`config.mk`:
```
export PLATFORM = sky130hd
export DESIGN_NAME = wb_decoder
export DESIGN_NICKNAME = d
export VERILOG_FILES = /design/src/logic/calsoc_pkg.sv /design/src/logic/wb_decoder.sv
export SDC_FILE = /design/constraint.sdc
export NUM_CORES = 1
export LEC_CHECK = 0
export ABC_AREA = 1
export BUFFER_PORTS_ARGS = -buffer_cell sky130_fd_sc_hd__buf_2
export CAP_MARGIN = 30
export CORE_MARGIN = 10
export CORE_UTILIZATION = 36
export DETAILED_ROUTE_END_ITERATION = 7
export MAX_ROUTING_LAYER = met4
export PLACE_DENSITY = 0.85
export SLEW_MARGIN = 15
export SYNTH_ARGS = -nofsm -noshare
export SYNTH_HDL_FRONTEND = slang
export SYNTH_SLANG_ARGS = --single-unit
```
`constraint.sdc`:
```
create_clock -name wb_clk_i -period 1 [get_ports wb_clk_i]
set_input_delay 0.05 -clock wb_clk_i [delete_from_list [all_inputs] [get_ports wb_clk_i]]
set_output_delay 0.05 -clock wb_clk_i [all_outputs]
set_load 0.005 [all_outputs]
```
`src/logic/calsoc_pkg.sv`:
```
package calsoc_pkg;

	//////////////////////////////////////////////////
	// Address map
	//////////////////////////////////////////////////

	// Word RAM, top byte decoded
	localparam logic [31:0] ram_base  = 32'h0100_0000;
	localparam logic [31:0] ram_mask  = 32'hFF00_0000;

	// GPIO block, 64 byte window
	localparam logic [31:0] gpio_base = 32'h0200_0000;
	localparam logic [31:0] gpio_mask = 32'hFFFF_FFC0;

	// Measure unit, top byte decoded
	localparam logic [31:0] mu_base   = 32'h0500_0000;
	localparam logic [31:0] mu_mask   = 32'hFF00_0000;

	//////////////////////////////////////////////////
	// Slave sizes
	//////////////////////////////////////////////////

	localparam int ram_words  = 256;
	localparam int gpio_width = 8;

	// Measure unit register word offsets
	localparam logic [1:0] mu_reg_dac    = 2'd0;
	localparam logic [1:0] mu_reg_delay  = 2'd1;
	localparam logic [1:0] mu_reg_ctrl   = 2'd2;
	localparam logic [1:0] mu_reg_status = 2'd3;

	//////////////////////////////////////////////////
	// Measurement timing
	//////////////////////////////////////////////////

	localparam int dac_code_w   = 16;
	localparam int delay_code_w = 10;

	// wb_clk_i cycles per sclk half period
	localparam int spi_clk_div = 4;

	// DAC output settling after sync rises
	localparam int dac_settle_cycles = 3;

	// Delay-line strobe width, comparator sampled in the last cycle
	localparam int strobe_hold_cycles = 5;

endpackage

```
`src/logic/wb_decoder.sv`:
```
`timescale 1ns/10ps

module wb_decoder (
	input	logic			wb_clk_i,
	input	logic			rst_n_i,

	// Master side
	input	logic			wb_cyc_i,
	input	logic			wb_stb_i,
	input	logic [31:0]	wb_adr_i,
	output	logic [31:0]	wb_dat_o,
	output	logic			wb_ack_o,
	output	logic			wb_err_o,

	// RAM slave
	output	logic			ram_stb_o,
	input	logic [31:0]	ram_dat_i,
	input	logic			ram_ack_i,

	// GPIO slave
	output	logic			gpio_stb_o,
	input	logic [31:0]	gpio_dat_i,
	input	logic			gpio_ack_i,

	// Measure unit slave
	output	logic			mu_stb_o,
	input	logic [31:0]	mu_dat_i,
	input	logic			mu_ack_i
);

	import calsoc_pkg::*;

	logic ram_hit;
	logic gpio_hit;
	logic mu_hit;
	logic any_hit;
	logic req;
	logic err_q;

	// One-hot region match
	assign ram_hit  = (wb_adr_i & ram_mask)  == ram_base;
	assign gpio_hit = (wb_adr_i & gpio_mask) == gpio_base;
	assign mu_hit   = (wb_adr_i & mu_mask)   == mu_base;
	assign any_hit  = ram_hit | gpio_hit | mu_hit;

	assign req = wb_cyc_i & wb_stb_i;

	assign ram_stb_o  = req & ram_hit;
	assign gpio_stb_o = req & gpio_hit;
	assign mu_stb_o   = req & mu_hit;

	// Return path, zero when nothing matches
	assign wb_dat_o = ({32{ram_hit}}  & ram_dat_i)
	                | ({32{gpio_hit}} & gpio_dat_i)
	                | ({32{mu_hit}}   & mu_dat_i);

	assign wb_ack_o = (ram_hit & ram_ack_i) | (gpio_hit & gpio_ack_i) | (mu_hit & mu_ack_i);

	// Unmapped access answers itself one cycle later
	always_ff @(posedge wb_clk_i or negedge rst_n_i) begin
		if (!rst_n_i) begin
			err_q <= 1'b0;
		end else begin
			err_q <= req & ~any_hit & ~err_q;
		end
	end

	assign wb_err_o = err_q;

	a_one_slave: assert property (@(posedge wb_clk_i) disable iff (!rst_n_i)
		$onehot0({ram_stb_o, gpio_stb_o, mu_stb_o}));

endmodule

```
After elaboration in Yosys (flattened, before gate mapping) --
Cells that the tools add are included.
Cells by class: bitwise gates (word level) 20, eq/ne operators 3
Operators by type and width (count):
- 32-bit bitwise AND | 3
- 32-bit OR | 2
- 26-bit by 20-bit == test with 1-bit output, second input constant | 1
- 1-bit bitwise AND | 9
- 8-bit by 1-bit == test with 1-bit output, second input constant | 1
- 8-bit by 3-bit == test with 1-bit output, second input constant | 1
- 1-bit OR | 4
- 1-bit NOT | 2
Word-level totals: register bits 1, output and inout bits 37

Logic depth before layout (Yosys ltp) --
depth after elaboration 6, gate-level depth with buffers 9, depth with buffers taken out 7

Worst setup path before layout --
No wires, ideal clock.
path type input to output, start in wb_adr_i[31], end out wb_dat_o[15], required time 0.950 ns, cell stages on the path 9, setup slack 0.171 ns, buffers on the path 2, data arrival time 0.779 ns, cells stage by stage nor2_4 > nand2_4 > inv_4 > buf_8 > buf_8 > nand3_2 > nand2_1 > inv_2 > nand2_1
On the way: cells in the longest elaborated chain, start to end 4
Ends and longest elaborated chain:
- start, declared | line wb_decoder.sv:10 | input logic [31:0] wb_adr_i,
- 26-bit by 20-bit == test with 1-bit output / 8-bit by 1-bit == test with 1-bit output (equally long branches) | line wb_decoder.sv:42, wb_decoder.sv:41
- 32-bit bitwise AND, on equally long branches | line wb_decoder.sv:54, wb_decoder.sv:53
- 32-bit OR | line wb_decoder.sv:54 | | ({32{gpio_hit}} & gpio_dat_i)
- 32-bit OR (*) | line wb_decoder.sv:55 | | ({32{mu_hit}} & mu_dat_i);
- end, declared | line wb_decoder.sv:11 | output logic [31:0] wb_dat_o,
Every way passes the cells marked *; elsewhere a longest branch is shown, timed or not.

Worst setup path in the final report --
start in wb_adr_i[26], end out wb_dat_o[3]
The elaborated chain is that of the path after synthesis.

==> results.toml <==
[run_status]
outcome = "complete, but fails checks"
violations = "negative setup slack"

[route]
wl_met2_mm = 5.47
detailedRoute.firstIterationViolations = 128
drt-pass1-iter-count = 4
drt_drc_violations_left = 0
wl_per_cell_microns = 18.0
routed_via_density = 5.23
m1WireLength_mm = 3.36
residual_antenna_violating_net_count_after_detailed_routing = 0
via_count = 2826
dr.max_layer_used = "met4"
met3WireLength_microns = 632
postRouteWirelength_mm = 9.72

[worst_setup_path]
critical_path.reg2reg.endpoint = "wb_err_o"
worstPathBufferInverterCount = 6
crit_fanout = 6
worstReg2RegStart = "wb_err_o"
worst_path_largest_cell_delay_ps = 150
setup.reg_to_reg.worst_slack_ps = 280
worst_setup_path_end_kind = "output pin"
worst_ep_required_time_ps = 950
path_delay_family = "buffers and inverters"
crit_type = "primary input to output pin"
crit_path_start_kind = "primary input"
crit_slowest_cell = "sky130_fd_sc_hd__clkbuf_16"
crit_chain = "buf_8 -> nor2_4 -> inv_2 -> nor2_4 -> buf_12 -> clkbuf_16 -> nand3_2 -> nand2_1 -> inv_1 -> nand2_1 -> buf_2"
cp.arrival_ps = 1140
worstRegToRegCells = 3

[worst_hold_path]
hold_path.class = "primary input to asynchronous set/reset pin"

[synthesis]
asyncSetResetFlopFracSynth = 1.00
yosys.area.top_type = "sky130_fd_sc_hd__nand3_1"
dominantRegCellSynth = "sky130_fd_sc_hd__dfrtp_1"
synthesis.yosys.warnings = 0
yosysTopAreaCellShare = 0.187
synth.ff_latch_count = 1
synth_area_sq_um = 1580
post_synth_num_cell_types = 21
synthTopCellsByCount = "sky130_fd_sc_hd__nand2_1 (76), sky130_fd_sc_hd__nand3_1 (59), sky130_fd_sc_hd__inv_1 (43), sky130_fd_sc_hd__nand4_1 (27), sky130_fd_sc_hd__nand3_2 (20)"
synthMostInstantiatedCell = "sky130_fd_sc_hd__nand2_1"
number_of_synthesized_flops_with_an_enable_pin = 0
synth.yosys.seq_area_share = 0.0159
synth.top_cells.by_area = "sky130_fd_sc_hd__nand3_1 (19%), sky130_fd_sc_hd__nand2_1 (18%), sky130_fd_sc_hd__nand3_2 (13%)"
synthesis.nets = 423
synth.avg_cell_area_sq_um = 5.47
synthCells = 288

[global_routing]
gr-usage-all-layers = 0.205
first_global_vias = 2780
grt_antenna_before_repair = 0
globalRoute.totalOverflow = 0
maximum_number_of_pins_on_one_net_before_global_route_repair = 27
grt_first_pass_wirelength_mm = 12.7

[sta]
period_minus_slack_ps = 1190
setup-violations-final = 35
hold_viol = 0
timing.final.ws_setup_ps = -186
maxSlewViolCount = 0
tightest_slew_ps = 286
setup_repair_after_global_routing_missed_its_margin = "true"
whs_ps = 373
max_freq_ghz = 0.843
finClkSkew_ps = 0
layout_worst_path_cycle_share = 1.19
worst_slew_slack_as_a_fraction_of_its_limit = 0.809

[pwr]
power_frac_seq = 0.059
p_switching_mw = 0.324
pwr_density_cell_nw_per_um2 = 214
irDropWorstVdd_mv = 0.383
static_leakage_power_nw = 1.89
cellInternalPower_mw = 0.430
power_frac_clock = 0
power_switching_share = 0.430
total_power_mw = 0.755
power.combinational.fraction = 0.941

[placement]
cells_after_dpl = 511
place_ws_ps = -122
dp_hpwl_mm = 6.17
final_weighted_congestion_in_routability_driven_placement = 0.793
placement.io_buffers = 165

[cts]
worstSkewPairLatency_ps = 0
clkSlewWorstSetupHoldPaths_ps = 0

[die]
die_y_microns = 86.2
io_pins = 172
floorplan_die_area_sq_um = 7430
floorplan.rows = 24
die_x_microns = 86.2
floorplan.initialDensity = 0.367
core_box_area_sq_um = 4290

[cells_and_area]
multiInputGateArea_sq_um = 1500
layoutNonFillerInstCount = 540
largest_register_ff_count = 1
final_stage_net_count = 625
fill_cells = 294
insertedDiodeCount = 0
register_area_sq_um = 25.0
syn_to_final_growth_pct = 124
layout-drive-gt1-share = 0.656

[job]
drv_cap = 0
==> layout make-up <==
cell class	instances	area share
repair buffers	219	0.492
multi-input cells	219	0.424
inverters	49	0.0584
well taps	52	0.0184
flip-flops and latches	1	0.00708
==> worst max-delay path by stage <==
stage | start | end | slack [ps] | depth (start not counted)
global placement | wb_adr_i[27] | wb_dat_o[31] | -100 | 10
global route | wb_adr_i[26] | wb_dat_o[25] | -240 | 11
CTS | wb_adr_i[28] | wb_dat_o[14] | -110 | 8
finish | wb_adr_i[26] | wb_dat_o[3] | -190 | 11
detailed placement | wb_adr_i[10] | wb_dat_o[17] | -120 | 10
floorplan | wb_adr_i[31] | wb_dat_o[15] | 170 | 9
==> power groups by stage <==
stage	Clock [mW]	Sequential (mW)	Combinational, mW
finish	0	0.0448	0.710
global placement	0	0.0444	0.458
global route	0	0.0451	0.756
CTS	0	0.0447	0.571
detailed placement	0	0.0447	0.473
floorplan	0	0.0448	0.148
==> through the flow <==
step / cell area (sq um) / setup TNS [ps] / utilization
3_5_place_dp: 2610 / -2710 / 0.607
6_report: 3530 / -4360 / 0.823
5_1_grt: 3530 / -6830 / 0.823
4_1_cts: 3000 / -2870 / 0.699
3_3_place_gp: 2610 / -1780 / 0.607
2_1_floorplan: 1580 / 0 / -
==> kinds of logic (layout without fill, tap and decap cells) <==
| group | count (synthesis) | after routing | share of synthesized area |
|---|---|---|---|
| buffers and inverters | 68 | 268 | 0.229 |
| DFF | 1 | 1 | 0.0159 |
| and+or+nand+nor | 219 | 219 | 0.756 |
==> cells in the final DEF, fill, tap and decap left out, drive strengths merged, types with 2 or more instances in the layout <==
| cell type | synthesis | layout |
|---|---|---|
| inv | 49 | 48 |
| nand4 | 27 | 27 |
| nor2 | 28 | 28 |
| clkbuf | 0 | 6 |
| buf | 19 | 212 |
| nor4 | 2 | 2 |
| nand3 | 79 | 79 |
| nand2 | 81 | 81 |
==> timing repair <==
action / in CTS / in global routing
endpoints found under the hold margin: 1 / 0
gates resized for setup: 36 / 80
hold buffers: 1 / 0
buffers inserted: 11 / 6
endpoints found under the setup margin: 35 / 37
pin swaps: 21 / 34
cloned: 6 / 6
==> metal layers <==
layer / global-route usage / vias up
li1: - / 1348
met3: 0.0356 / 24
met4: 0.0221 / 0
met5: - / -
met2: 0.404 / 138
met1: 0.210 / 1316
No activity file was read; power rests on OpenSTA's default activity.
