`config.mk`:
```
export PLATFORM = sky130hd
export DESIGN_NAME = measure_unit
export DESIGN_NICKNAME = d
export VERILOG_FILES = /design/src/logic/calsoc_pkg.sv /design/src/logic/dac_spi.sv /design/src/logic/measure_unit.sv
export SDC_FILE = /design/constraint.sdc
export NUM_CORES = 1
export LEC_CHECK = 0
export BUFFER_PORTS_ARGS = -buffer_cell sky130_fd_sc_hd__buf_4
export CAP_MARGIN = 5
export CORE_MARGIN = 3
export CORE_UTILIZATION = 46
export DETAILED_ROUTE_END_ITERATION = 10
export HOLD_SLACK_MARGIN = 0.02
export PLACE_DENSITY = 0.81
export REMOVE_ABC_BUFFERS = 1
export SLEW_MARGIN = 10
export SYNTH_ARGS = -nofsm -noshare
export SYNTH_HDL_FRONTEND = slang
export SYNTH_SLANG_ARGS = --single-unit
```
`constraint.sdc`:
```
create_clock -name wb_clk_i -period 1.5 [get_ports wb_clk_i]
set_input_delay 0.075 -clock wb_clk_i [delete_from_list [all_inputs] [get_ports wb_clk_i]]
set_output_delay 0.075 -clock wb_clk_i [all_outputs]
set_load 0.05 [all_outputs]
```
`src/logic/calsoc_pkg.sv`:
```
package calsoc_pkg;

	//////////////////////////////////////////////////
	// Address map
	//////////////////////////////////////////////////

	// Word RAM, top byte decoded
	localparam logic [31:0] ram_base  = 32'h0100_0000;
	localparam logic [31:0] ram_mask  = 32'hFF00_0000;

	// GPIO block, 64 byte window
	localparam logic [31:0] gpio_base = 32'h0200_0000;
	localparam logic [31:0] gpio_mask = 32'hFFFF_FFC0;

	// Measure unit, top byte decoded
	localparam logic [31:0] mu_base   = 32'h0500_0000;
	localparam logic [31:0] mu_mask   = 32'hFF00_0000;

	//////////////////////////////////////////////////
	// Slave sizes
	//////////////////////////////////////////////////

	localparam int ram_words  = 256;
	localparam int gpio_width = 8;

	// Measure unit register word offsets
	localparam logic [1:0] mu_reg_dac    = 2'd0;
	localparam logic [1:0] mu_reg_delay  = 2'd1;
	localparam logic [1:0] mu_reg_ctrl   = 2'd2;
	localparam logic [1:0] mu_reg_status = 2'd3;

	//////////////////////////////////////////////////
	// Measurement timing
	//////////////////////////////////////////////////

	localparam int dac_code_w   = 16;
	localparam int delay_code_w = 10;

	// wb_clk_i cycles per sclk half period
	localparam int spi_clk_div = 4;

	// DAC output settling after sync rises
	localparam int dac_settle_cycles = 3;

	// Delay-line strobe width, comparator sampled in the last cycle
	localparam int strobe_hold_cycles = 5;

endpackage

```
`src/logic/dac_spi.sv`:
```
`timescale 1ns/10ps

module dac_spi (
	input	logic								wb_clk_i,
	input	logic								rst_n_i,

	input	logic								load_i,
	input	logic [calsoc_pkg::dac_code_w-1:0]	code_i,
	output	logic								busy_o,

	output	logic								sync_o,
	output	logic								sclk_o,
	output	logic								sdi_o
);

	import calsoc_pkg::*;

	localparam int div_w = (spi_clk_div > 1) ? $clog2(spi_clk_div) : 1;
	localparam int bit_w = $clog2(dac_code_w);

	logic [dac_code_w-1:0]	shreg;
	logic [div_w-1:0]		div_cnt;
	logic [bit_w-1:0]		bit_cnt;
	logic					half_done;

	assign half_done = div_cnt == div_w'(spi_clk_div - 1);

	// Busy from the load request until sync is back high
	assign busy_o = load_i | ~sync_o;

	always_ff @(posedge wb_clk_i or negedge rst_n_i) begin
		if (!rst_n_i) begin
			sync_o  <= 1'b1;
			sclk_o  <= 1'b0;
			sdi_o   <= 1'b0;
			shreg   <= '0;
			div_cnt <= '0;
			bit_cnt <= '0;
		end else if (sync_o) begin
			if (load_i) begin
				// First bit is set up before the first rising sclk
				sync_o  <= 1'b0;
				sclk_o  <= 1'b0;
				sdi_o   <= code_i[dac_code_w-1];
				shreg   <= code_i;
				div_cnt <= '0;
				bit_cnt <= '0;
			end
		end else begin
			div_cnt <= half_done ? '0 : div_cnt + 1'b1;
			if (half_done) begin
				sclk_o <= ~sclk_o;
				// Falling edge, move on to the next bit
				if (sclk_o) begin
					if (bit_cnt == bit_w'(dac_code_w - 1)) begin
						sync_o <= 1'b1;
						sdi_o  <= 1'b0;
					end else begin
						sdi_o   <= shreg[dac_code_w-2];
						shreg   <= {shreg[dac_code_w-2:0], 1'b0};
						bit_cnt <= bit_cnt + 1'b1;
					end
				end
			end
		end
	end

endmodule

```
`src/logic/measure_unit.sv`:
```
`timescale 1ns/10ps

module measure_unit (
	input	logic									wb_clk_i,
	input	logic									rst_n_i,

	input	logic									stb_i,
	input	logic									we_i,
	input	logic [31:0]							adr_i,
	input	logic [31:0]							dat_i,
	output	logic [31:0]							dat_o,
	output	logic									ack_o,

	input	logic									cmp_i,
	output	logic									dac_sync_o,
	output	logic									dac_sclk_o,
	output	logic									dac_sdi_o,
	output	logic [calsoc_pkg::delay_code_w-1:0]	delay_code_o,
	output	logic									delay_stb_o
);

	import calsoc_pkg::*;

	localparam int cnt_w = $clog2(dac_settle_cycles + strobe_hold_cycles);

	typedef enum logic [1:0] {
		st_idle,
		st_load,
		st_settle,
		st_strobe
	} state_t;

	state_t					state;
	logic [cnt_w-1:0]		cnt;
	logic [dac_code_w-1:0]	dac_reg;
	logic [delay_code_w-1:0]	delay_reg;
	logic					result;
	logic					done;
	logic					busy;
	logic					spi_busy;
	logic [1:0]				reg_sel;
	logic					req;
	logic					start;

	assign reg_sel = adr_i[3:2];
	assign req     = stb_i & ~ack_o;
	assign busy    = state != st_idle;

	// Start is dropped while a measurement runs
	assign start = req & we_i & (reg_sel == mu_reg_ctrl) & dat_i[0] & ~busy;

	assign delay_code_o = delay_reg;

	//////////////////////////////////////////////////
	// Register access
	//////////////////////////////////////////////////

	always_ff @(posedge wb_clk_i or negedge rst_n_i) begin
		if (!rst_n_i) begin
			ack_o     <= 1'b0;
			dat_o     <= '0;
			dac_reg   <= '0;
			delay_reg <= '0;
		end else begin
			ack_o <= req;
			if (req && we_i) begin
				case (reg_sel)
					mu_reg_dac:   dac_reg   <= dat_i[dac_code_w-1:0];
					mu_reg_delay: delay_reg <= dat_i[delay_code_w-1:0];
					default:      ;
				endcase
			end
			if (req && !we_i) begin
				case (reg_sel)
					mu_reg_dac:    dat_o <= 32'(dac_reg);
					mu_reg_delay:  dat_o <= 32'(delay_reg);
					mu_reg_status: dat_o <= {29'b0, done, result, busy};
					default:       dat_o <= '0;
				endcase
			end
		end
	end

	//////////////////////////////////////////////////
	// Measurement sequencer
	//////////////////////////////////////////////////

	always_ff @(posedge wb_clk_i or negedge rst_n_i) begin
		if (!rst_n_i) begin
			state       <= st_idle;
			cnt         <= '0;
			delay_stb_o <= 1'b0;
			result      <= 1'b0;
			done        <= 1'b0;
		end else begin
			case (state)
				st_idle: begin
					if (start) begin
						state <= st_load;
						done  <= 1'b0;
					end
				end
				// DAC frame in flight
				st_load: begin
					if (!spi_busy) begin
						state <= st_settle;
						cnt   <= '0;
					end
				end
				st_settle: begin
					cnt <= cnt + 1'b1;
					if (cnt == cnt_w'(dac_settle_cycles - 1)) begin
						state       <= st_strobe;
						cnt         <= '0;
						delay_stb_o <= 1'b1;
					end
				end
				st_strobe: begin
					cnt <= cnt + 1'b1;
					// Last strobe cycle, take the comparator
					if (cnt == cnt_w'(strobe_hold_cycles - 1)) begin
						state       <= st_idle;
						delay_stb_o <= 1'b0;
						result      <= cmp_i;
						done        <= 1'b1;
					end
				end
				default: state <= st_idle;
			endcase
		end
	end

	dac_spi dac_spi0 (
		.wb_clk_i	(wb_clk_i),
		.rst_n_i	(rst_n_i),
		.load_i		(start),
		.code_i		(dac_reg),
		.busy_o		(spi_busy),
		.sync_o		(dac_sync_o),
		.sclk_o		(dac_sclk_o),
		.sdi_o		(dac_sdi_o)
	);

	a_stb_after_frame: assert property (@(posedge wb_clk_i) disable iff (!rst_n_i)
		delay_stb_o |-> dac_sync_o);

endmodule

```
# Word-level counts from Yosys, hierarchy flattened
# Cells that the tools add are included.
dict set report op_classes {
  add_sub_neg 3
  n_eq_ne 16
  mux 40
  bitwise 10
  n_reduce_logical 21
}
# cell n
set op_table {}
lappend op_table {{15-bit 2-to-1 mux} 5}
lappend op_table {{16-bit case mux with 3 select lines} 1}
lappend op_table {{4-bit 2-to-1 mux} 5}
lappend op_table {{1-bit 2-to-1 mux} 16}
lappend op_table {{2-bit 2-to-1 mux} 7}
lappend op_table {{2-bit equality test (second input constant)} 5}
lappend op_table {{2-bit AND reduction} 5}
lappend op_table {{2-bit nonzero test} 5}
lappend op_table {{3-bit case mux with 3 select lines} 1}
lappend op_table {{3-bit AND reduction} 3}
lappend op_table {{2-bit case mux with 4 select lines} 1}
lappend op_table {{4-bit AND reduction} 2}
lappend op_table {{3-bit 2-to-1 mux} 2}
lappend op_table {{2-bit by 1-bit != test with 1-bit output (second input constant)} 3}
lappend op_table {{2-bit != test (second input constant)} 3}
lappend op_table {{1-bit AND} 5}
lappend op_table {{4-bit by 1-bit adder with 4-bit output (second input constant)} 1}
lappend op_table {{2-bit by 1-bit equality test with 1-bit output (second input constant)} 2}
lappend op_table {{4-bit equality test (second input constant)} 1}
lappend op_table {{2-bit logical NOT} 2}
lappend op_table {{1-bit inverter} 4}
lappend op_table {{1-bit case mux with 2 select lines} 2}
lappend op_table {{3-bit by 1-bit adder with 3-bit output (second input constant)} 1}
lappend op_table {{3-bit by 2-bit equality test with 1-bit output (second input constant)} 1}
lappend op_table {{other kinds (6)} 7}
dict set report totals {
  reg_bits 91
  input_bits 69
  out_inout_bits 47
  word_cells 105
}

# Logic depth before layout (Yosys ltp)
dict set report depth {
  word_depth 9
  depth_mapped 7
}

# Cells and area by module
# From an unflattened synthesis, not the netlist that was laid out.
dict set report hier_totals {
  hier_cells 310
  area_unflattened_um2 3706.1
}
# mod n_inst cells_per_inst area_each_um2
set by_module_without_submodules {}
lappend by_module_without_submodules {measure_unit 1 204 2392.3}
lappend by_module_without_submodules {dac_spi 1 106 1313.8}

# Least setup slack after synthesis
# No wires, ideal clock.
dict set report synth_path {
  kind {reg2reg}
  start {reg ack_o}
  end {reg dac_reg[0]}
  setup_ns 0.125
  arrival_ns 1.669
  setup_slack_ns -0.294
  path_stages_with_launch 7
  path_buffers 1
  period_less_slack_ns 1.794
  path_cell_list {dfrtp_1 nand2b_4 clkinv_2 nand2_2 nor3_4 buf_12 mux2_4}
}
dict set report synth_via {
  elab_chain_cells 4
}
# item line
set synth_rtl {}
lappend synth_rtl {{start, declared} measure_unit.sv:12} ;# output logic ack_o,
lappend synth_rtl {{start signal, assigned} measure_unit.sv:65} ;# ack_o <= req;
lappend synth_rtl {{1-bit inverter} measure_unit.sv:46} ;# assign req = stb_i & ~ack_o;
lappend synth_rtl {{1-bit AND} measure_unit.sv:46}
lappend synth_rtl {{named net req} measure_unit.sv:42} ;# logic req;
lappend synth_rtl {{1-bit logical AND} measure_unit.sv:66} ;# if (req && we_i) begin
lappend synth_rtl {{2-bit AND reduction (no line)} -}
lappend synth_rtl {{end signal, assigned} measure_unit.sv:68} ;# mu_reg_dac: dac_reg <= dat_i[dac_code_w-1:0];
lappend synth_rtl {{end, declared} measure_unit.sv:35} ;# logic [dac_code_w-1:0] dac_reg;
# The timed path passes the listed nets, and every way through them passes these cells.
# A chain may end at the register's enable or synchronous reset.

# Worst setup path in the final report
dict set report layout_path {
  start {reg state[1]}
  end {reg state[1]}
}
dict set report layout_via {
  elab_chain_cells 6
  word_cells_on_any_way 14
  classes_between {7 x eq/ne; 1 x mux; 3 x bitwise; 3 x reduce/logical}
}
# item line
set layout_rtl {}
lappend layout_rtl {{start, declared} measure_unit.sv:33} ;# state_t state;
lappend layout_rtl {{start signal, assigned} measure_unit.sv:90} ;# state <= st_idle;
lappend layout_rtl {{start signal, assigned} measure_unit.sv:99} ;# state <= st_load;
lappend layout_rtl {{start signal, assigned} measure_unit.sv:106} ;# state <= st_settle;
lappend layout_rtl {{2-bit nonzero test} measure_unit.sv:47} ;# assign busy = state != st_idle;
lappend layout_rtl {{1-bit inverter} measure_unit.sv:50} ;# assign start = req & we_i & (reg_sel == mu_reg_ctrl) & dat_i[0] & ~busy;
lappend layout_rtl {{1-bit AND} measure_unit.sv:50}
lappend layout_rtl {{1-bit bitwise OR} dac_spi.sv:29} ;# assign busy_o = load_i | ~sync_o;
lappend layout_rtl {{2-bit != test (no line)} -}
lappend layout_rtl {{4-bit AND reduction (no line)} -}
# Parallel ways exist; a longest one is shown, timed or not.

==> key figures <==
Run status
  • Status: complete, but fails checks
  • Violated checks: setup timing

Clock network
  • CTS Buffer Depth: 2
  • Clk root buf: clkbuf_8
  • CTS tree: done
  • Clock Latency Late Sink: 0.35 ns
  • TritonCTS Buffers: 9
  • Num Clock Sinks: 75
  • Clock slew at reported path FFs: 0.08 ns
  • CTS H-tree depth: 3

Routing
  • Antenna-violating nets left: 0
  • DR pass1 iterations: 4
  • Vias: 2776
  • Wirelength per Cell: 15.78 µm
  • Via density: 5.238
  • Final Routed Wirelength: 8.366 mm
  • Iter 0 DRT Violations: 147
  • DRC: 0

Worst setup path
  • CP max FO: 3
  • CP dominant cell by count: buf_4
  • Top Family by Delay on Critical Path: flip-flops
  • Worst EP required: 1.74 ns
  • Arrival @ worst endpoint: 1.84 ns
  • CP peak stage delay: 0.42 ns
  • Crit Path Category: register to register
  • Crit. End Element: register
  • Worst path cell trace: buf_4, ha_2, buf_4, a21oi_4, o22ai_2, mux2_1
  • CP Launch Type: register
  • Slowest-stage cell, CP: dfrtp_1
  • Buf/Inv on CP: 2

STA
  • Worst hold slack: 0.1370 ns
  • Clock skew: 0.007871 ns
  • Fmax: 623.3 MHz
  • Worst Setup Slack, final: -0.1044 ns
  • Setup-failing EPs final: 33
  • Final min period: 1.604 ns
  • Final Cycle Share: 107.0%
  • Final Hold Vio Count: 0
  • Final slew viol count: 0
  • RSZ-0062 raised after global routing: true

GRT
  • First-pass GRT wire length: 13.03 mm
  • Largest net degree at the start of global routing: 35
  • Grt ovf: 0
  • Initial antenna violation count: 0
  • Tot GR Track Use: 18.41%
  • Vias in the first global route: 2763

Floorplan
  • Die ar.: 0.009129 mm²
  • # rows: 32
  • Core Area: 0.007767 mm²
  • Die height: 95.55 µm
  • I/O pin total: 116
  • Initial Util: 47.49%
  • Die Span X: 95.55 µm

Placed design
  • Hpwl dp: 5.550 mm
  • Post-Place Cell Area: 0.004298 mm²
  • Gpl congestion: 0.7754
  • Pre-CTS setup slack: -0.1673 ns
  • I/O Buffers: 53
  • Post-Place Cells: 487

Yosys
  • Seq cells post-synth: 75
  • Sequential area share after synthesis: 50.92%
  • Main flop type after synthesis: dfrtp_1
  • Netlist Area Pre-Place: 0.003689 mm²
  • Cell variety after synth: 45
  • Gate Count Post-Synth: 317
  • Synth top area share: 50.20%
  • Largest cells by area after synthesis: dfrtp_1 50%, mux2i_1 7.6%, mux2_2 5.5%, buf_4 4.1%, mux2_4 4.1%
  • Top cell type by total area after synthesis: dfrtp_1
  • Post-synth ARST share: 100.0%
  • Post-Syn Area per Cell: 11.64 µm²
  • Yosys warning total: 0
  • Number of enable flip-flop cells after synthesis: 0

Cells and area
  • Layout cells sized above 1: 39.72%
  • Commonest cells after routing, fill and taps aside: 83 x buf_4, 74 x dfrtp_1, 29 x nand2_1
  • Fin nets: 502
  • Most common cell after layout, fill and taps aside: buf_4
  • Area Growth Syn to Fin: 34.50%
  • Layout fillers: 590
  • Final core occ: 63.87%
  • Post-route cell area: 0.004961 mm²
  • # diodes: 0
  • Finished Layout Cells: 530

Power and ir drop
  • Maximum VDD drop: 0.0009900 V
  • PwrDens: 1716 mW/mm²
  • Leak: 0.002393 µW

Worst hold path
  • Hold crit path type: input pin to register

Job
  • Number of max-cap violations: 0
path summary, 6_finish.rpt:
check	start	to	slack [ns]	cells after the start
setup / recovery	state[1]	state[1]	-0.10	6
hold / removal	adr_i[3]	dat_o[3]	0.14	2
setup reg to reg	state[1]	state[1]	-0.10	6
hold reg to reg	dat_o[5]	dat_o[5]	0.48	2
max in group asynchronous	rst_n_i	delay_code_o[9]	0.62	3
min in group asynchronous	rst_n_i	dac_spi0.sdi_o	0.20	2
layout make-up:
cell class	instances	area [µm²]	area share (%)
flip-flops and latches	75	1878	37.86
well taps	102	127.6	2.573
clock buffers	11	141.4	2.850
inverters	8	32.53	0.6557
multi-input cells	218	1785	35.99
repair buffers	111	943.4	19.02
clock inverters	5	52.55	1.059
synthesized netlist by cell type, types with 2 or more instances:
cell type  instances
buf_4             20
o21ai_0           13
a21oi_1           17
clkbuf_1           3
dfrtp_1           74
a31oi_1            4
nand3_1            6
nor3b_1            2
mux2_4            10
o31ai_1            7
inv_1              7
nand2_1           30
a21o_1             3
mux2i_1           28
buf_2              6
a22o_1             3
nor3_1             4
mux2_2            18
nand2b_1           3
o21bai_1           2
o22ai_1            2
nor2_1            23
ha_1              10
per-layer routing:
layer	part of all wire (%)	track usage, %	vias up	routed length, µm
met2	51	30.98	66	4260
met4	2.2	7.227	0	188
li1	-	-	1287	-
met5	0	0	-	0
met1	43	23.49	1407	3574
met3	4.1	3.315	16	343
timing repair:
action,in CTS,in global routing
cloned,2,1
setup buffers,2,3
pin swaps,5,3
endpoints found under the setup margin,35,41
resized for setup,25,34
hold buffers,19,0
endpoints found under the hold margin,63,0
per-stage QoR:
stage	power (µW)	setup TNS [ns]
CTS	8243	-0.8077
detailed placement	6466	-3.443
global route	8981	-4.613
finish	8513	-1.200
floorplan	5269	-33.81
global placement	6324	-1.452
cells by family (layout without fill, tap and decap cells):
family	after synthesis	after routing	synth area share (%)
compound gates	55	55	9.973
mux	57	57	17.47
fa+ha+maj	10	10	3.392
flops	75	75	50.92
simple gates	79	79	11.02
other cells	1	16	0.1017
buf+inv	39	135	6.886
xor+xnor	1	1	0.2375
power breakdown:
group | total (µW) | internal (µW) | switching, µW
Clock | 1560 | 806 | 750
Combinational | 3850 | 1760 | 2090
Sequential | 3110 | 2620 | 489
Note: power is estimated with default switching activity, not from simulation.
