[config.mk]
export PLATFORM = sky130hd
export DESIGN_NAME = gpio_regs
export DESIGN_NICKNAME = d
export VERILOG_FILES = /design/src/logic/calsoc_pkg.sv /design/src/logic/gpio_regs.sv
export SDC_FILE = /design/constraint.sdc
export NUM_CORES = 1
export LEC_CHECK = 0
export CAP_MARGIN = 20
export CELL_PAD_IN_SITES_DETAIL_PLACEMENT = 1
export CELL_PAD_IN_SITES_GLOBAL_PLACEMENT = 1
export CORE_AREA = 10 10 68 70
export DETAILED_ROUTE_END_ITERATION = 6
export DIE_AREA = 0 0 78 80
export DONT_BUFFER_PORTS = 1
export PLACE_DENSITY = 0.72
export REMOVE_ABC_BUFFERS = 1
export SETUP_SLACK_MARGIN = 0.3
export SLEW_MARGIN = 30
export SYNTH_ARGS = -nofsm -noshare
export SYNTH_HDL_FRONTEND = slang
export SYNTH_SLANG_ARGS = --single-unit
export TNS_END_PERCENT = 50
[constraint.sdc]
create_clock -name wb_clk_i -period 1.6 [get_ports wb_clk_i]
set_input_delay 0.16 -clock wb_clk_i [delete_from_list [all_inputs] [get_ports wb_clk_i]]
set_output_delay 0.16 -clock wb_clk_i [all_outputs]
set_load 0.01 [all_outputs]
[src/logic/calsoc_pkg.sv]
package calsoc_pkg;

	//////////////////////////////////////////////////
	// Address map
	//////////////////////////////////////////////////

	// Word RAM, top byte decoded
	localparam logic [31:0] ram_base  = 32'h0100_0000;
	localparam logic [31:0] ram_mask  = 32'hFF00_0000;

	// GPIO block, 64 byte window
	localparam logic [31:0] gpio_base = 32'h0200_0000;
	localparam logic [31:0] gpio_mask = 32'hFFFF_FFC0;

	// Measure unit, top byte decoded
	localparam logic [31:0] mu_base   = 32'h0500_0000;
	localparam logic [31:0] mu_mask   = 32'hFF00_0000;

	//////////////////////////////////////////////////
	// Slave sizes
	//////////////////////////////////////////////////

	localparam int ram_words  = 256;
	localparam int gpio_width = 8;

	// Measure unit register word offsets
	localparam logic [1:0] mu_reg_dac    = 2'd0;
	localparam logic [1:0] mu_reg_delay  = 2'd1;
	localparam logic [1:0] mu_reg_ctrl   = 2'd2;
	localparam logic [1:0] mu_reg_status = 2'd3;

	//////////////////////////////////////////////////
	// Measurement timing
	//////////////////////////////////////////////////

	localparam int dac_code_w   = 16;
	localparam int delay_code_w = 10;

	// wb_clk_i cycles per sclk half period
	localparam int spi_clk_div = 4;

	// DAC output settling after sync rises
	localparam int dac_settle_cycles = 3;

	// Delay-line strobe width, comparator sampled in the last cycle
	localparam int strobe_hold_cycles = 5;

endpackage

[src/logic/gpio_regs.sv]
`timescale 1ns/10ps

module gpio_regs (
	input	logic								wb_clk_i,
	input	logic								rst_n_i,

	input	logic								stb_i,
	input	logic								we_i,
	input	logic [31:0]						adr_i,
	input	logic [31:0]						dat_i,
	input	logic [3:0]							sel_i,
	output	logic [31:0]						dat_o,
	output	logic								ack_o,

	input	logic [calsoc_pkg::gpio_width-1:0]	gpio_i,
	output	logic [calsoc_pkg::gpio_width-1:0]	gpio_o
);

	import calsoc_pkg::*;

	logic [gpio_width-1:0]	gpio_meta;
	logic [gpio_width-1:0]	gpio_sync;
	logic [3:0]				word;
	logic					req;

	assign word = adr_i[5:2];
	assign req  = stb_i & ~ack_o;

	// Two-flop input synchronizer
	always_ff @(posedge wb_clk_i or negedge rst_n_i) begin
		if (!rst_n_i) begin
			gpio_meta <= '0;
			gpio_sync <= '0;
		end else begin
			gpio_meta <= gpio_i;
			gpio_sync <= gpio_meta;
		end
	end

	always_ff @(posedge wb_clk_i or negedge rst_n_i) begin
		if (!rst_n_i) begin
			ack_o  <= 1'b0;
			dat_o  <= '0;
			gpio_o <= '0;
		end else begin
			ack_o <= req;
			// Only word 0 is writable, lane 0 carries the pins
			if (req && we_i && word == 4'd0 && sel_i[0])
				gpio_o <= dat_i[gpio_width-1:0];
			if (req && !we_i) begin
				case (word)
					4'd0:    dat_o <= 32'(gpio_o);
					4'd1:    dat_o <= 32'(gpio_sync);
					default: dat_o <= '0;
				endcase
			end
		end
	end

endmodule

After elaboration in Yosys (flattened, before gate mapping) --
Cells that the tools add are included.
Storage, ports and cells: register bits after elaboration 57, latch bits 0, memory bits (writable) 0, ROM bits 0, bits of input ports 80, output and inout bits 41, logic and storage cells 15, memories kept 0
Cells by class: $add $sub $neg 0, multipliers 0, div/mod/pow operators 0, order comparisons 0, equal/unequal tests 1, shift operators 0, muxes and demuxes 1, bitwise logic cells 2, reductions and logical operators 6
Operator list (count):
- one-hot mux 8 bit (2 select lines) | 1
- equality test 4 x 1 -> 1 bit (second input constant) | 1
- logical AND 1 bit | 4
- zero test 4 bit | 1
- AND 1 bit | 1
- zero test 1 bit | 1
- NOT 1 bit | 1

Logic depth before layout (Yosys ltp) --
Gate-level depths: netlist (run 1).
depth in word-level cells 5, depth in mapped cells 5, depth with buffers taken out 3

Worst setup path after synthesis (run 1) --
OpenSTA, ideal clock, no wires.
kind flip-flop to flip-flop, start point reg ack_o, end point reg dat_o[6], library setup time 0.135 ns, arrival time 1.173 ns, data required time 1.465 ns, slack 0.292 ns, cell stages (with the launch flop) 5, buffers on the path 1, clock period less this slack 1.308 ns, cell sequence dfrtp_1 > or3b_2 > clkbuf_1 > nand2_1 > o21ai_0
Between the ends: cells in the longest elaborated chain, start to end 3
Ends and longest elaborated chain:
- start: declaration | line gpio_regs.sv:13 | output logic ack_o,
- start signal: assignment | line gpio_regs.sv:46 | ack_o <= req;
- NOT 1 bit | line gpio_regs.sv:27 | assign req = stb_i & ~ack_o;
- AND 1 bit | line gpio_regs.sv:27
- logical AND 1 bit | line gpio_regs.sv:50 | if (req && !we_i) begin
- end signal: assignment | line gpio_regs.sv:52 | 4'd0: dat_o <= 32'(gpio_o);
- end signal: assignment | line gpio_regs.sv:53 | 4'd1: dat_o <= 32'(gpio_sync);
- end: declaration | line gpio_regs.sv:12 | output logic [31:0] dat_o,
No other way between the ends. A chain may end at the register's enable or synchronous reset.

Final worst setup path (run 1) --
start point reg ack_o, end point reg gpio_o[2] in the netlist's numbering
Between the ends: cells in the longest elaborated chain, start to end 5
Ends and longest elaborated chain:
- NOT 1 bit | line gpio_regs.sv:27
- AND 1 bit | line gpio_regs.sv:27
- via req | line gpio_regs.sv:24 | logic req;
- logical AND 1 bit (3 in series) | line gpio_regs.sv:48 | if (req && we_i && word == 4'd0 && sel_i[0])
- end signal: assignment | line gpio_regs.sv:49 | gpio_o <= dat_i[gpio_width-1:0];
- end: declaration | line gpio_regs.sv:16 | output logic [calsoc_pkg::gpio_width-1:0] gpio_o
The timed path passes the listed nets, and every way through them passes these cells.

==> metrics.txt, run 1 <==
vias in the first global route 865; status completed; Fin. Hold Viols 0; fin crit share 0.8375; worst min path class in -> reg; Cell Pwr Density 1072 nW/um2; Worst-path clk slew 0.09 ns; largest family of logic cells by synthesized area buffers and inverters; Max Fclk 746.3 MHz; number of routed nets with antenna violations 0; max_cap viols 0; number of cells after detailed placement 143; Vias/cell 4.371; #FFs+latches synth 33; commonest non-fill, non-tap cell in the layout dfrtp_1; cell count after synthesis 100; Syn. warnings 0; RSZ-0062 raised after global routing yes; gpl congestion 0.6418; Rows 21; CP endpoint kind flip-flop; Cell Area, Synth 1354 um2; Worst EP required 1.82 ns; drt initial violations 21; Syn-to-layout area delta 18.95%; Cell Count, Final, Fillers Out 170; Fin Clk Skew 0.002603 ns; Die Wd 78 um; number of diodes 0; Core Area 3284 um2; clk_lat worst skew 0.32 ns; clk sinks 33; root buf cell clkbuf_4; Num CTS Buffers 5; Initial Util 0.4122; post-synthesis sequential area ratio 0.6100; VDD IR max 0.6455 mV; Worst EP arrival 1.56 ns; multiplexer share of the synthesized area 0.1488; compound-cell area share of the yosys netlist 0.02957; Mapped Avg Cell Area 13.54 um2; critical path type reg -> reg; drt pass-1 iters 2; largest net degree at the start of global routing 34; commonest cells after routing, fill and taps aside 32 x dfrtp_1, 24 x conb_1, 17 x dlygate4sd3_1; Leak 0.0007710 uW; die area 6240 um2; Core Util, Final 0.4903; gr usage total 0.1019; DR DRC count 0; Post-Synth Simple-Gate Area 0.05638; IO buf count 0; initial antenna violation count 0; global-route wire length before repair 4816 um; Finish-stage setup viols 0; adder-cell share of the synthesized area 0; Final Critical Period 1.340 ns; CTS tree yes; H-tree Lvls 2; gr ovfl total 0; Routed WL per cell 17.86 um; CTS max path bufs 2; Fill cells 343; # IOs 121; setup_tns 0 ns; Via Count 743; Detailed Place HPWL 2277 um; final wirelength 3037 um; chip height 80 um; critical path fanouts, max 8; post-synthesis cell type count 16; Nets 203; Post-Synth XOR/XNOR Area 0; layout cells sized above 1 0.1855; Slew Limit Fails 0; Startpoint Class flip-flop
registers in the layout (all words and copies together), names as in the netlist:
register and cells:
dat_o 8, gpio_o 8, gpio_sync 8, ack_o 1, gpio_meta 8
worst max-delay path, stage by stage, from the launching register on:
cell	delay, ns
dfrtp_2	0.46
nor2b_4	0.13
and3_4	0.20
buf_12	0.14
mux2_4	0.30
what timing repair did:
action / in CTS / in global routing
setup buffers: 1 / 0
gates resized for setup: 5 / 1
setup endpoints to repair: 16 / 15
pin swaps: 0 / 2
hold buffers: 18 / 0
endpoints found under the hold margin: 49 / 0
power breakdown:
group / switching (uW) / internal (uW) / total, uW
combinational: 72.2 / 83.4 / 156
clock: 262 / 373 / 635
sequential: 51.8 / 884 / 936
synthesized netlist by cell type, drive strengths merged:
master	count	share of area
and3	1	0.0046
and3b	1	0.0065
buf	26	0.15
clkbuf	1	0.0028
conb	1	0.0028
dfrtp	33	0.61
mux2	9	0.097
mux2i	7	0.052
nand2	9	0.025
nand3b	1	0.0055
nor2b	1	0.0046
nor3	1	0.0037
o21ai	8	0.030
or3b	1	0.0065
final cells by class:
| cell class | instances | area, um2 | share of cell area |
|---|---|---|---|
| multi-input cells | 63 | 422.9 | 0.2626 |
| repair buffers | 20 | 217.7 | 0.1352 |
| clock buffers | 7 | 55.05 | 0.03419 |
| clock inverters | 1 | 30.03 | 0.01865 |
| flip-flops and latches | 33 | 827.0 | 0.5136 |
| well taps | 46 | 57.56 | 0.03574 |
routing by layer:
metal / global-route usage / part of all wire
met1: 0.08837 / 0.31
met2: 0.1791 / 0.53
met3: 0.07095 / 0.15
met4: 0.04301 / 0.013
met5: 0 / 0
path summary, 6_finish.rpt:
path,startpoint,to,slack [ns],depth (start not counted)
min in group asynchronous,rst_n_i,gpio_o[4],0.27,2
worst max-delay path,ack_o,gpio_o[2],0.26,4
max in group asynchronous,rst_n_i,ack_o,1.15,2
worst max register to register,ack_o,gpio_o[2],0.26,4
worst min-delay path,adr_i[4],dat_o[6],0.05,3
worst min register to register,gpio_meta[1],gpio_sync[1],0.36,0
through the flow:
step	cell area [um2]	worst slack, ns	hold WS (ns)	total power (uW)
5_1_grt	1610	0.2108	0.04761	1830
3_5_place_dp	1311	0.1324	-0.1345	1048
6_report	1610	0.2600	0.04575	1726
2_1_floorplan	1234	0.1572	-0.1356	1021
4_1_cts	1610	0.2505	0.03044	1757
3_3_place_gp	1311	0.1935	-0.1344	1039
kinds of logic (layout without fill, tap and decap cells):
family,Yosys count,after routing
flops,33,33
buf+inv,27,28
mux,16,16
simple gates,15,15
compound gates,8,8
other cells,1,24
Power figures use the tool's default switching activity.
==> run 2: changes to the inputs <==
--- a/config.mk
+++ b/config.mk
@@ -8,11 +8,11 @@
 export CAP_MARGIN = 20
 export CELL_PAD_IN_SITES_DETAIL_PLACEMENT = 1
 export CELL_PAD_IN_SITES_GLOBAL_PLACEMENT = 1
-export CORE_AREA = 10 10 68 70
+export CORE_AREA = 10 10 71 73
 export DETAILED_ROUTE_END_ITERATION = 6
-export DIE_AREA = 0 0 78 80
+export DIE_AREA = 0 0 81 83
 export DONT_BUFFER_PORTS = 1
-export PLACE_DENSITY = 0.72
+export PLACE_DENSITY = 0.69
 export REMOVE_ABC_BUFFERS = 1
 export SETUP_SLACK_MARGIN = 0.3
 export SLEW_MARGIN = 30
==> constraint.sdc (replaced) <==
create_clock -name wb_clk_i -period 1.1 [get_ports wb_clk_i]
set_input_delay 0.11 -clock wb_clk_i [delete_from_list [all_inputs] [get_ports wb_clk_i]]
set_output_delay 0.11 -clock wb_clk_i [all_outputs]
set_load 0.01 [all_outputs]
==> run 2 against run 1 <==
The run now ends with hold timing, setup timing left. Combinational power rose by 36%. Register-to-register slack got worse by 0.48 ns. Maximum frequency increased by 1.9%. Largest cell class unchanged. Non-clock buffer count grew 1. First-iteration DRC count rose by 43%. Global-route usage is 1.4 points lower.
==> metrics.txt, run 2 (synthesis results as in run 1) <==
highest metal used met4; pre-CTS setup slack -0.2673 ns (-0.3996 ns); Slew Limit Fails 0 (unchanged); DR DRC count 0 (unchanged); commonest cells after routing, fill and taps aside 32 x dfrtp_1, 24 x conb_1, 16 x dlygate4sd3_1; max_cap viols 0 (unchanged); Final Critical Period 1.315 ns (-0.02475 ns); Max Fclk 760.3 MHz (+1.9%); Initial Util 0.3726 (-0.03960); drt pass-1 iters 2 (unchanged); Finish-stage setup viols 17 (+17); global-route wire length before repair 4581 um (-4.9%); VDD IR max 1.184 mV (+83%); drt initial violations 30 (+43%); clk sinks 33 (unchanged); root buf cell clkbuf_8; number of routed nets with antenna violations 0 (unchanged); chip height 83 um (+3.8%); Num CTS Buffers 5 (unchanged); number of diodes 0 (unchanged); critical path cell sequence nor2b_2, and3_4, buf_12, mux2_4; Fin Clk Skew 0.005718 ns (+0.003115 ns); status complete, but fails checks; Detailed Place HPWL 2226 um (-2.3%); Cell Pwr Density 1556 nW/um2 (+45%); worst min path class in -> async; CP endpoint kind flip-flop; crit-path max cell delay 0.40 ns (-0.06 ns); CP max-delay cell dfrtp_1; critical path type reg -> reg; Routed WL per cell 17.24 um (-3.5%); Worst-path clk slew 0.07 ns (-0.02 ns); RSZ-0062 raised after global routing yes; Rows 22 (+4.8%); layout cells sized above 1 0.2302 (+0.04467); Die Wd 81 um (+3.8%); commonest non-fill, non-tap cell in the layout dfrtp_1; WL met2 1626 um (+0.87%); gr usage total 0.08810 (-0.01384); H-tree Lvls 2 (unchanged); Post-CTS Hold Buffers 16 (-2); Nets 205 (+0.99%); gpl congestion 0.6511 (+1.4%); critical path fanouts, max 8 (unchanged); Worst EP arrival 1.47 ns (-0.09 ns); metal3 WL 475 um (+4.2%); clk_lat worst skew 0.28 ns (-0.04 ns); Fin. Hold Viols 33 (+33); Fill cells 389 (+13%); CTS max path bufs 2 (unchanged); Syn-to-layout area delta 20.70%; Min Hold Slack -0.4803 ns (-0.5260 ns); Core Area 3633 um2 (+11%); final worst slack -0.2153 ns (-0.4752 ns); Total Power 2543 uW (+47%); CTS tree yes; vias in the first global route 873 (+0.92%); met1 WL 874 um (-5.8%); initial antenna violation count 0 (unchanged); final wirelength 2999 um (-1.3%); Leak 0.0007804 uW (+1.2%); Worst EP required 1.26 ns (-0.56 ns); failing checks hold timing, setup timing; largest net degree at the start of global routing 34 (unchanged); Vias/cell 4.391 (+0.46%); Via Count 764 (+2.8%); fin crit share 1.196 (+0.3582); die area 6723 um2 (+7.7%); IO buf count 0 (unchanged); gr ovfl total 0 (unchanged); # IOs 121 (unchanged); Startpoint Class flip-flop
-- run 2: cell count changes in the layout (fill, tap and decap cells not counted), moves of 3 or more --
cell / before / now
o21ai_1: 1 / 7
o21ai_0: 7 / 0
clkbuf_4: 5 / 0
buf_4: 1 / 4
clkbuf_8: 1 / 7
-- run 2: through the flow --
| stage | cells | setup TNS (ns) | utilization | instance area (um2) | hold WS, ns |
|---|---|---|---|---|---|
| 6_report | 174 | -2.693 | 0.4497 | 1634 | -0.4803 |
| 4_1_cts | 174 | -2.849 | 0.4487 | 1630 | -0.4929 |
| 3_5_place_dp | 147 | -3.829 | 0.3657 | 1329 | -0.1841 |
| 2_1_floorplan | 96 | -3.748 | - | 1234 | -0.1856 |
| 5_1_grt | 174 | -3.414 | 0.4497 | 1634 | -0.5024 |
| 3_3_place_gp | 147 | -2.506 | 0.3657 | 1329 | -0.1845 |
-- run 2: cell type report --
| cell class | count | area [um2] | area share |
|---|---|---|---|
| sequential | 33 | 827.0 | 0.5061 |
| multi-input combinational | 64 | 435.4 | 0.2665 |
| clock buffer | 7 | 96.34 | 0.05896 |
| tap | 48 | 60.06 | 0.03675 |
| timing repair buffer | 21 | 210.2 | 0.1286 |
| clock inverter | 1 | 5.005 | 0.003063 |
-- run 2: final timing paths --
kind                              startpoint      endpoint  slack (ns)  cells after the start
max in group asynchronous            rst_n_i      dat_o[2]        1.50                      0
worst max-delay path                   ack_o     gpio_o[1]       -0.22                      4
worst min register to register  gpio_meta[4]  gpio_sync[4]        0.35                      0
worst max register to register         ack_o     gpio_o[1]       -0.22                      4
min in group wb_clk_i               adr_i[2]      dat_o[1]        0.03                      2
worst min-delay path                 rst_n_i  gpio_meta[2]       -0.48                      0
-- run 2: critical path: cells and delay by family, from the launching register on --
kind	cells	cell delay, ns
muxes	1	0.30
DFF	1	0.40
and+or+nand+nor	2	0.36
buffers and inverters	1	0.14
-- run 2: power breakdown --
group / total, uW / switching [uW] / internal (uW)
clock: 966 / 402 / 565
combinational: 212 / 88.8 / 124
sequential: 1360 / 75.4 / 1290
-- run 2: per-layer routing --
layer  up-vias  global-route usage
met5         -                   0
met4         0             0.01878
met3         2             0.06573
met2        44              0.1607
met1       387             0.07198
li1        331                   -
-- run 2: timing repair --
item / 4_1_cts / 5_1_grt
setup buffers: 2 / 0
pin swaps: 7 / 3
endpoints found under the setup margin: 33 / 33
resized for setup: 8 / 7
cloned: 1 / 0
endpoints found under the hold margin: 49 / 33
==> run 3: changes to the inputs <==
--- a/config.mk
+++ b/config.mk
@@ -8,11 +8,11 @@
 export CAP_MARGIN = 20
 export CELL_PAD_IN_SITES_DETAIL_PLACEMENT = 1
 export CELL_PAD_IN_SITES_GLOBAL_PLACEMENT = 1
-export CORE_AREA = 10 10 71 73
+export CORE_AREA = 10 10 68 70
 export DETAILED_ROUTE_END_ITERATION = 6
-export DIE_AREA = 0 0 81 83
+export DIE_AREA = 0 0 78 80
 export DONT_BUFFER_PORTS = 1
-export PLACE_DENSITY = 0.69
+export PLACE_DENSITY = 0.72
 export REMOVE_ABC_BUFFERS = 1
 export SETUP_SLACK_MARGIN = 0.3
 export SLEW_MARGIN = 30
==> constraint.sdc (replaced) <==
create_clock -name wb_clk_i -period 1.3 [get_ports wb_clk_i]
set_input_delay 0.13 -clock wb_clk_i [delete_from_list [all_inputs] [get_ports wb_clk_i]]
set_output_delay 0.13 -clock wb_clk_i [all_outputs]
set_load 0.01 [all_outputs]
==> run 3 against run 2 <==
The flow now finishes without violations. First-iteration DRC count unchanged. Via count increased by 1.7%. Routed wire length increased by 0.57%. Cell count increased by 1.7%. Clock-buffer cell count unchanged. Core utilization increased by 5.8 points. Clock power decreased by 19%. Critical path type unchanged. Critical endpoint is now gpio_o[5]. Highest routed layer unchanged.
==> metrics.txt, run 3 (synthesis results as in run 1) <==
status completed; Fin Clk Skew 0.006569 ns (+0.0008509 ns); Fill cells 348 (-11%); final worst slack 0.006234 ns (+0.2215 ns); gr usage total 0.09572 (+0.007615); Via Count 777 (+1.7%); number of cells after detailed placement 146 (-0.68%); Fin. Hold Viols 0 (-100%); number of diodes 0 (unchanged); Routed WL per cell 17.04 um (-1.1%); global-route wire length before repair 4629 um (+1.0%); Core Area 3284 um2 (-9.6%); vias in the first global route 940 (+7.7%); VDD IR max 0.7862 mV (-34%); die area 6240 um2 (-7.2%); CP endpoint kind flip-flop; Leak 0.0008013 uW (+2.7%); drt pass-1 iters 2 (unchanged); root buf cell clkbuf_4; Finish-stage setup viols 0 (-17); final wirelength 3016 um (+0.57%); critical path fanouts, max 8 (unchanged); drt initial violations 30 (unchanged); IO buf count 0 (unchanged); Final Critical Period 1.294 ns (-0.02151 ns); max_cap viols 0 (unchanged); Detailed Place HPWL 2173 um (-2.4%); Cell Count, Final, Fillers Out 177 (+1.7%); largest net degree at the start of global routing 34 (unchanged); worst path buffer plus inverter count 1 (unchanged); commonest non-fill, non-tap cell in the layout dfrtp_1; CTS max path bufs 2 (unchanged); Worst-path clk slew 0.09 ns (+0.02 ns); Initial Util 0.4122 (+0.03960); pre-CTS setup slack -0.1387 ns (+0.1286 ns); Slew Limit Fails 0 (unchanged); gpl congestion 0.6567 (+0.86%); Worst EP required 1.51 ns (+0.25 ns); Die Wd 78 um (-3.7%); worst min path class in -> reg; commonest cells after routing, fill and taps aside 33 x dfrtp_1, 24 x conb_1, 19 x dlygate4sd3_1; Crit path max-delay family flip-flops; Max Fclk 772.9 MHz (+1.7%); Syn-to-layout area delta 23.20%; critical path cell sequence nor2b_2, and3_4, buf_12, mux2_4; dpl cell area 1334 um2 (+0.38%); CP max-delay cell dfrtp_1; Startpoint Class flip-flop; clk_lat worst skew 0.32 ns (+0.04 ns); Rows 21 (-4.5%); crit-path max cell delay 0.41 ns (about the same); clk sinks 33 (unchanged); layout cells sized above 1 0.2214 (-0.008785); critical path type reg -> reg; Num CTS Buffers 5 (unchanged); Worst EP arrival 1.50 ns (+0.03 ns); fin area 1668 um2 (+2.1%); Nets 210 (+2.4%); r2r setup slk 0.006 ns (+0.22 ns); number of routed nets with antenna violations 0 (unchanged); Cell Pwr Density 1286 nW/um2 (-17%); gr ovfl total 0 (unchanged); initial antenna violation count 0 (unchanged); DR DRC count 0 (unchanged); Vias/cell 4.390 (about the same); H-tree Lvls 2 (unchanged); chip height 80 um (-3.6%); Core Util, Final 0.5078 (+0.05809); setup_tns 0 ns (+2.693 ns); CTS tree yes; fin crit share 0.9952 (-0.2005); RSZ-0062 raised after global routing yes; # IOs 121 (unchanged)
==> run 3: cell types whose count changed in the layout (fill, tap and decap cells not counted), sizes merged <==
| cell | before | now |
|---|---|---|
| buf | 5 | 8 |
| clkinv | 1 | 0 |
| dlygate4sd3 | 16 | 19 |
| or3b | 2 | 1 |
| bufinv | 0 | 1 |
==> run 3: routing by layer <==
metal | vias up | global-route usage | wire length (um)
met4 | 0 | 0.05018 | 65
met1 | 380 | 0.08528 | 979
met5 | - | 0 | 0
met2 | 49 | 0.1592 | 1509
li1 | 342 | - | -
met3 | 6 | 0.06869 | 461
==> run 3: worst reg2reg max path: stages, from the launching register on <==
cell     delay [ns]
dfrtp_1        0.41
nor2b_2        0.13
and3_4         0.20
buf_12         0.14
mux2_4         0.30
==> run 3: path summary, 6_finish.rpt <==
path	startpoint	end	cells after the start
max	ack_o	gpio_o[5]	4
min	adr_i[2]	dat_o[5]	2
max reg2reg	ack_o	gpio_o[5]	4
min reg2reg	gpio_meta[2]	gpio_sync[2]	0
max in group asynchronous	rst_n_i	gpio_o[5]	2
min in group asynchronous	rst_n_i	gpio_meta[7]	2
==> run 3: final cells by class <==
type	count	area (um2)	area share
multi-input combinational	63	424.2	0.2543
timing repair buffer	27	275.3	0.1650
sequential	33	825.8	0.4951
clock inverter	1	30.03	0.01800
clock buffer	7	55.05	0.03301
tap	46	57.56	0.03451
==> run 3: repair_timing <==
action,CTS,global route
endpoints found under the hold margin,53,2
pin swaps,9,2
hold buffers,19,1
resized for setup,13,0
setup buffers,1,2
endpoints found under the setup margin,17,17
==> run 3: power by group <==
part	switching, uW	leakage [uW]	internal (uW)
Sequential	59.9	0.000418	1090
Combinational	101	0.000338	116
Clock	322	0.0000455	459
Total	483	0.000801	1660
==> run 3: per-stage QoR <==
step,power (uW),hold WS [ns]
final,2146,0.04268
after global routing,2265,0.04165
after CTS,2169,0.0007960
after detailed placement,1292,-0.1644
after global placement,1284,-0.1644
after floorplan,1257,-0.1656
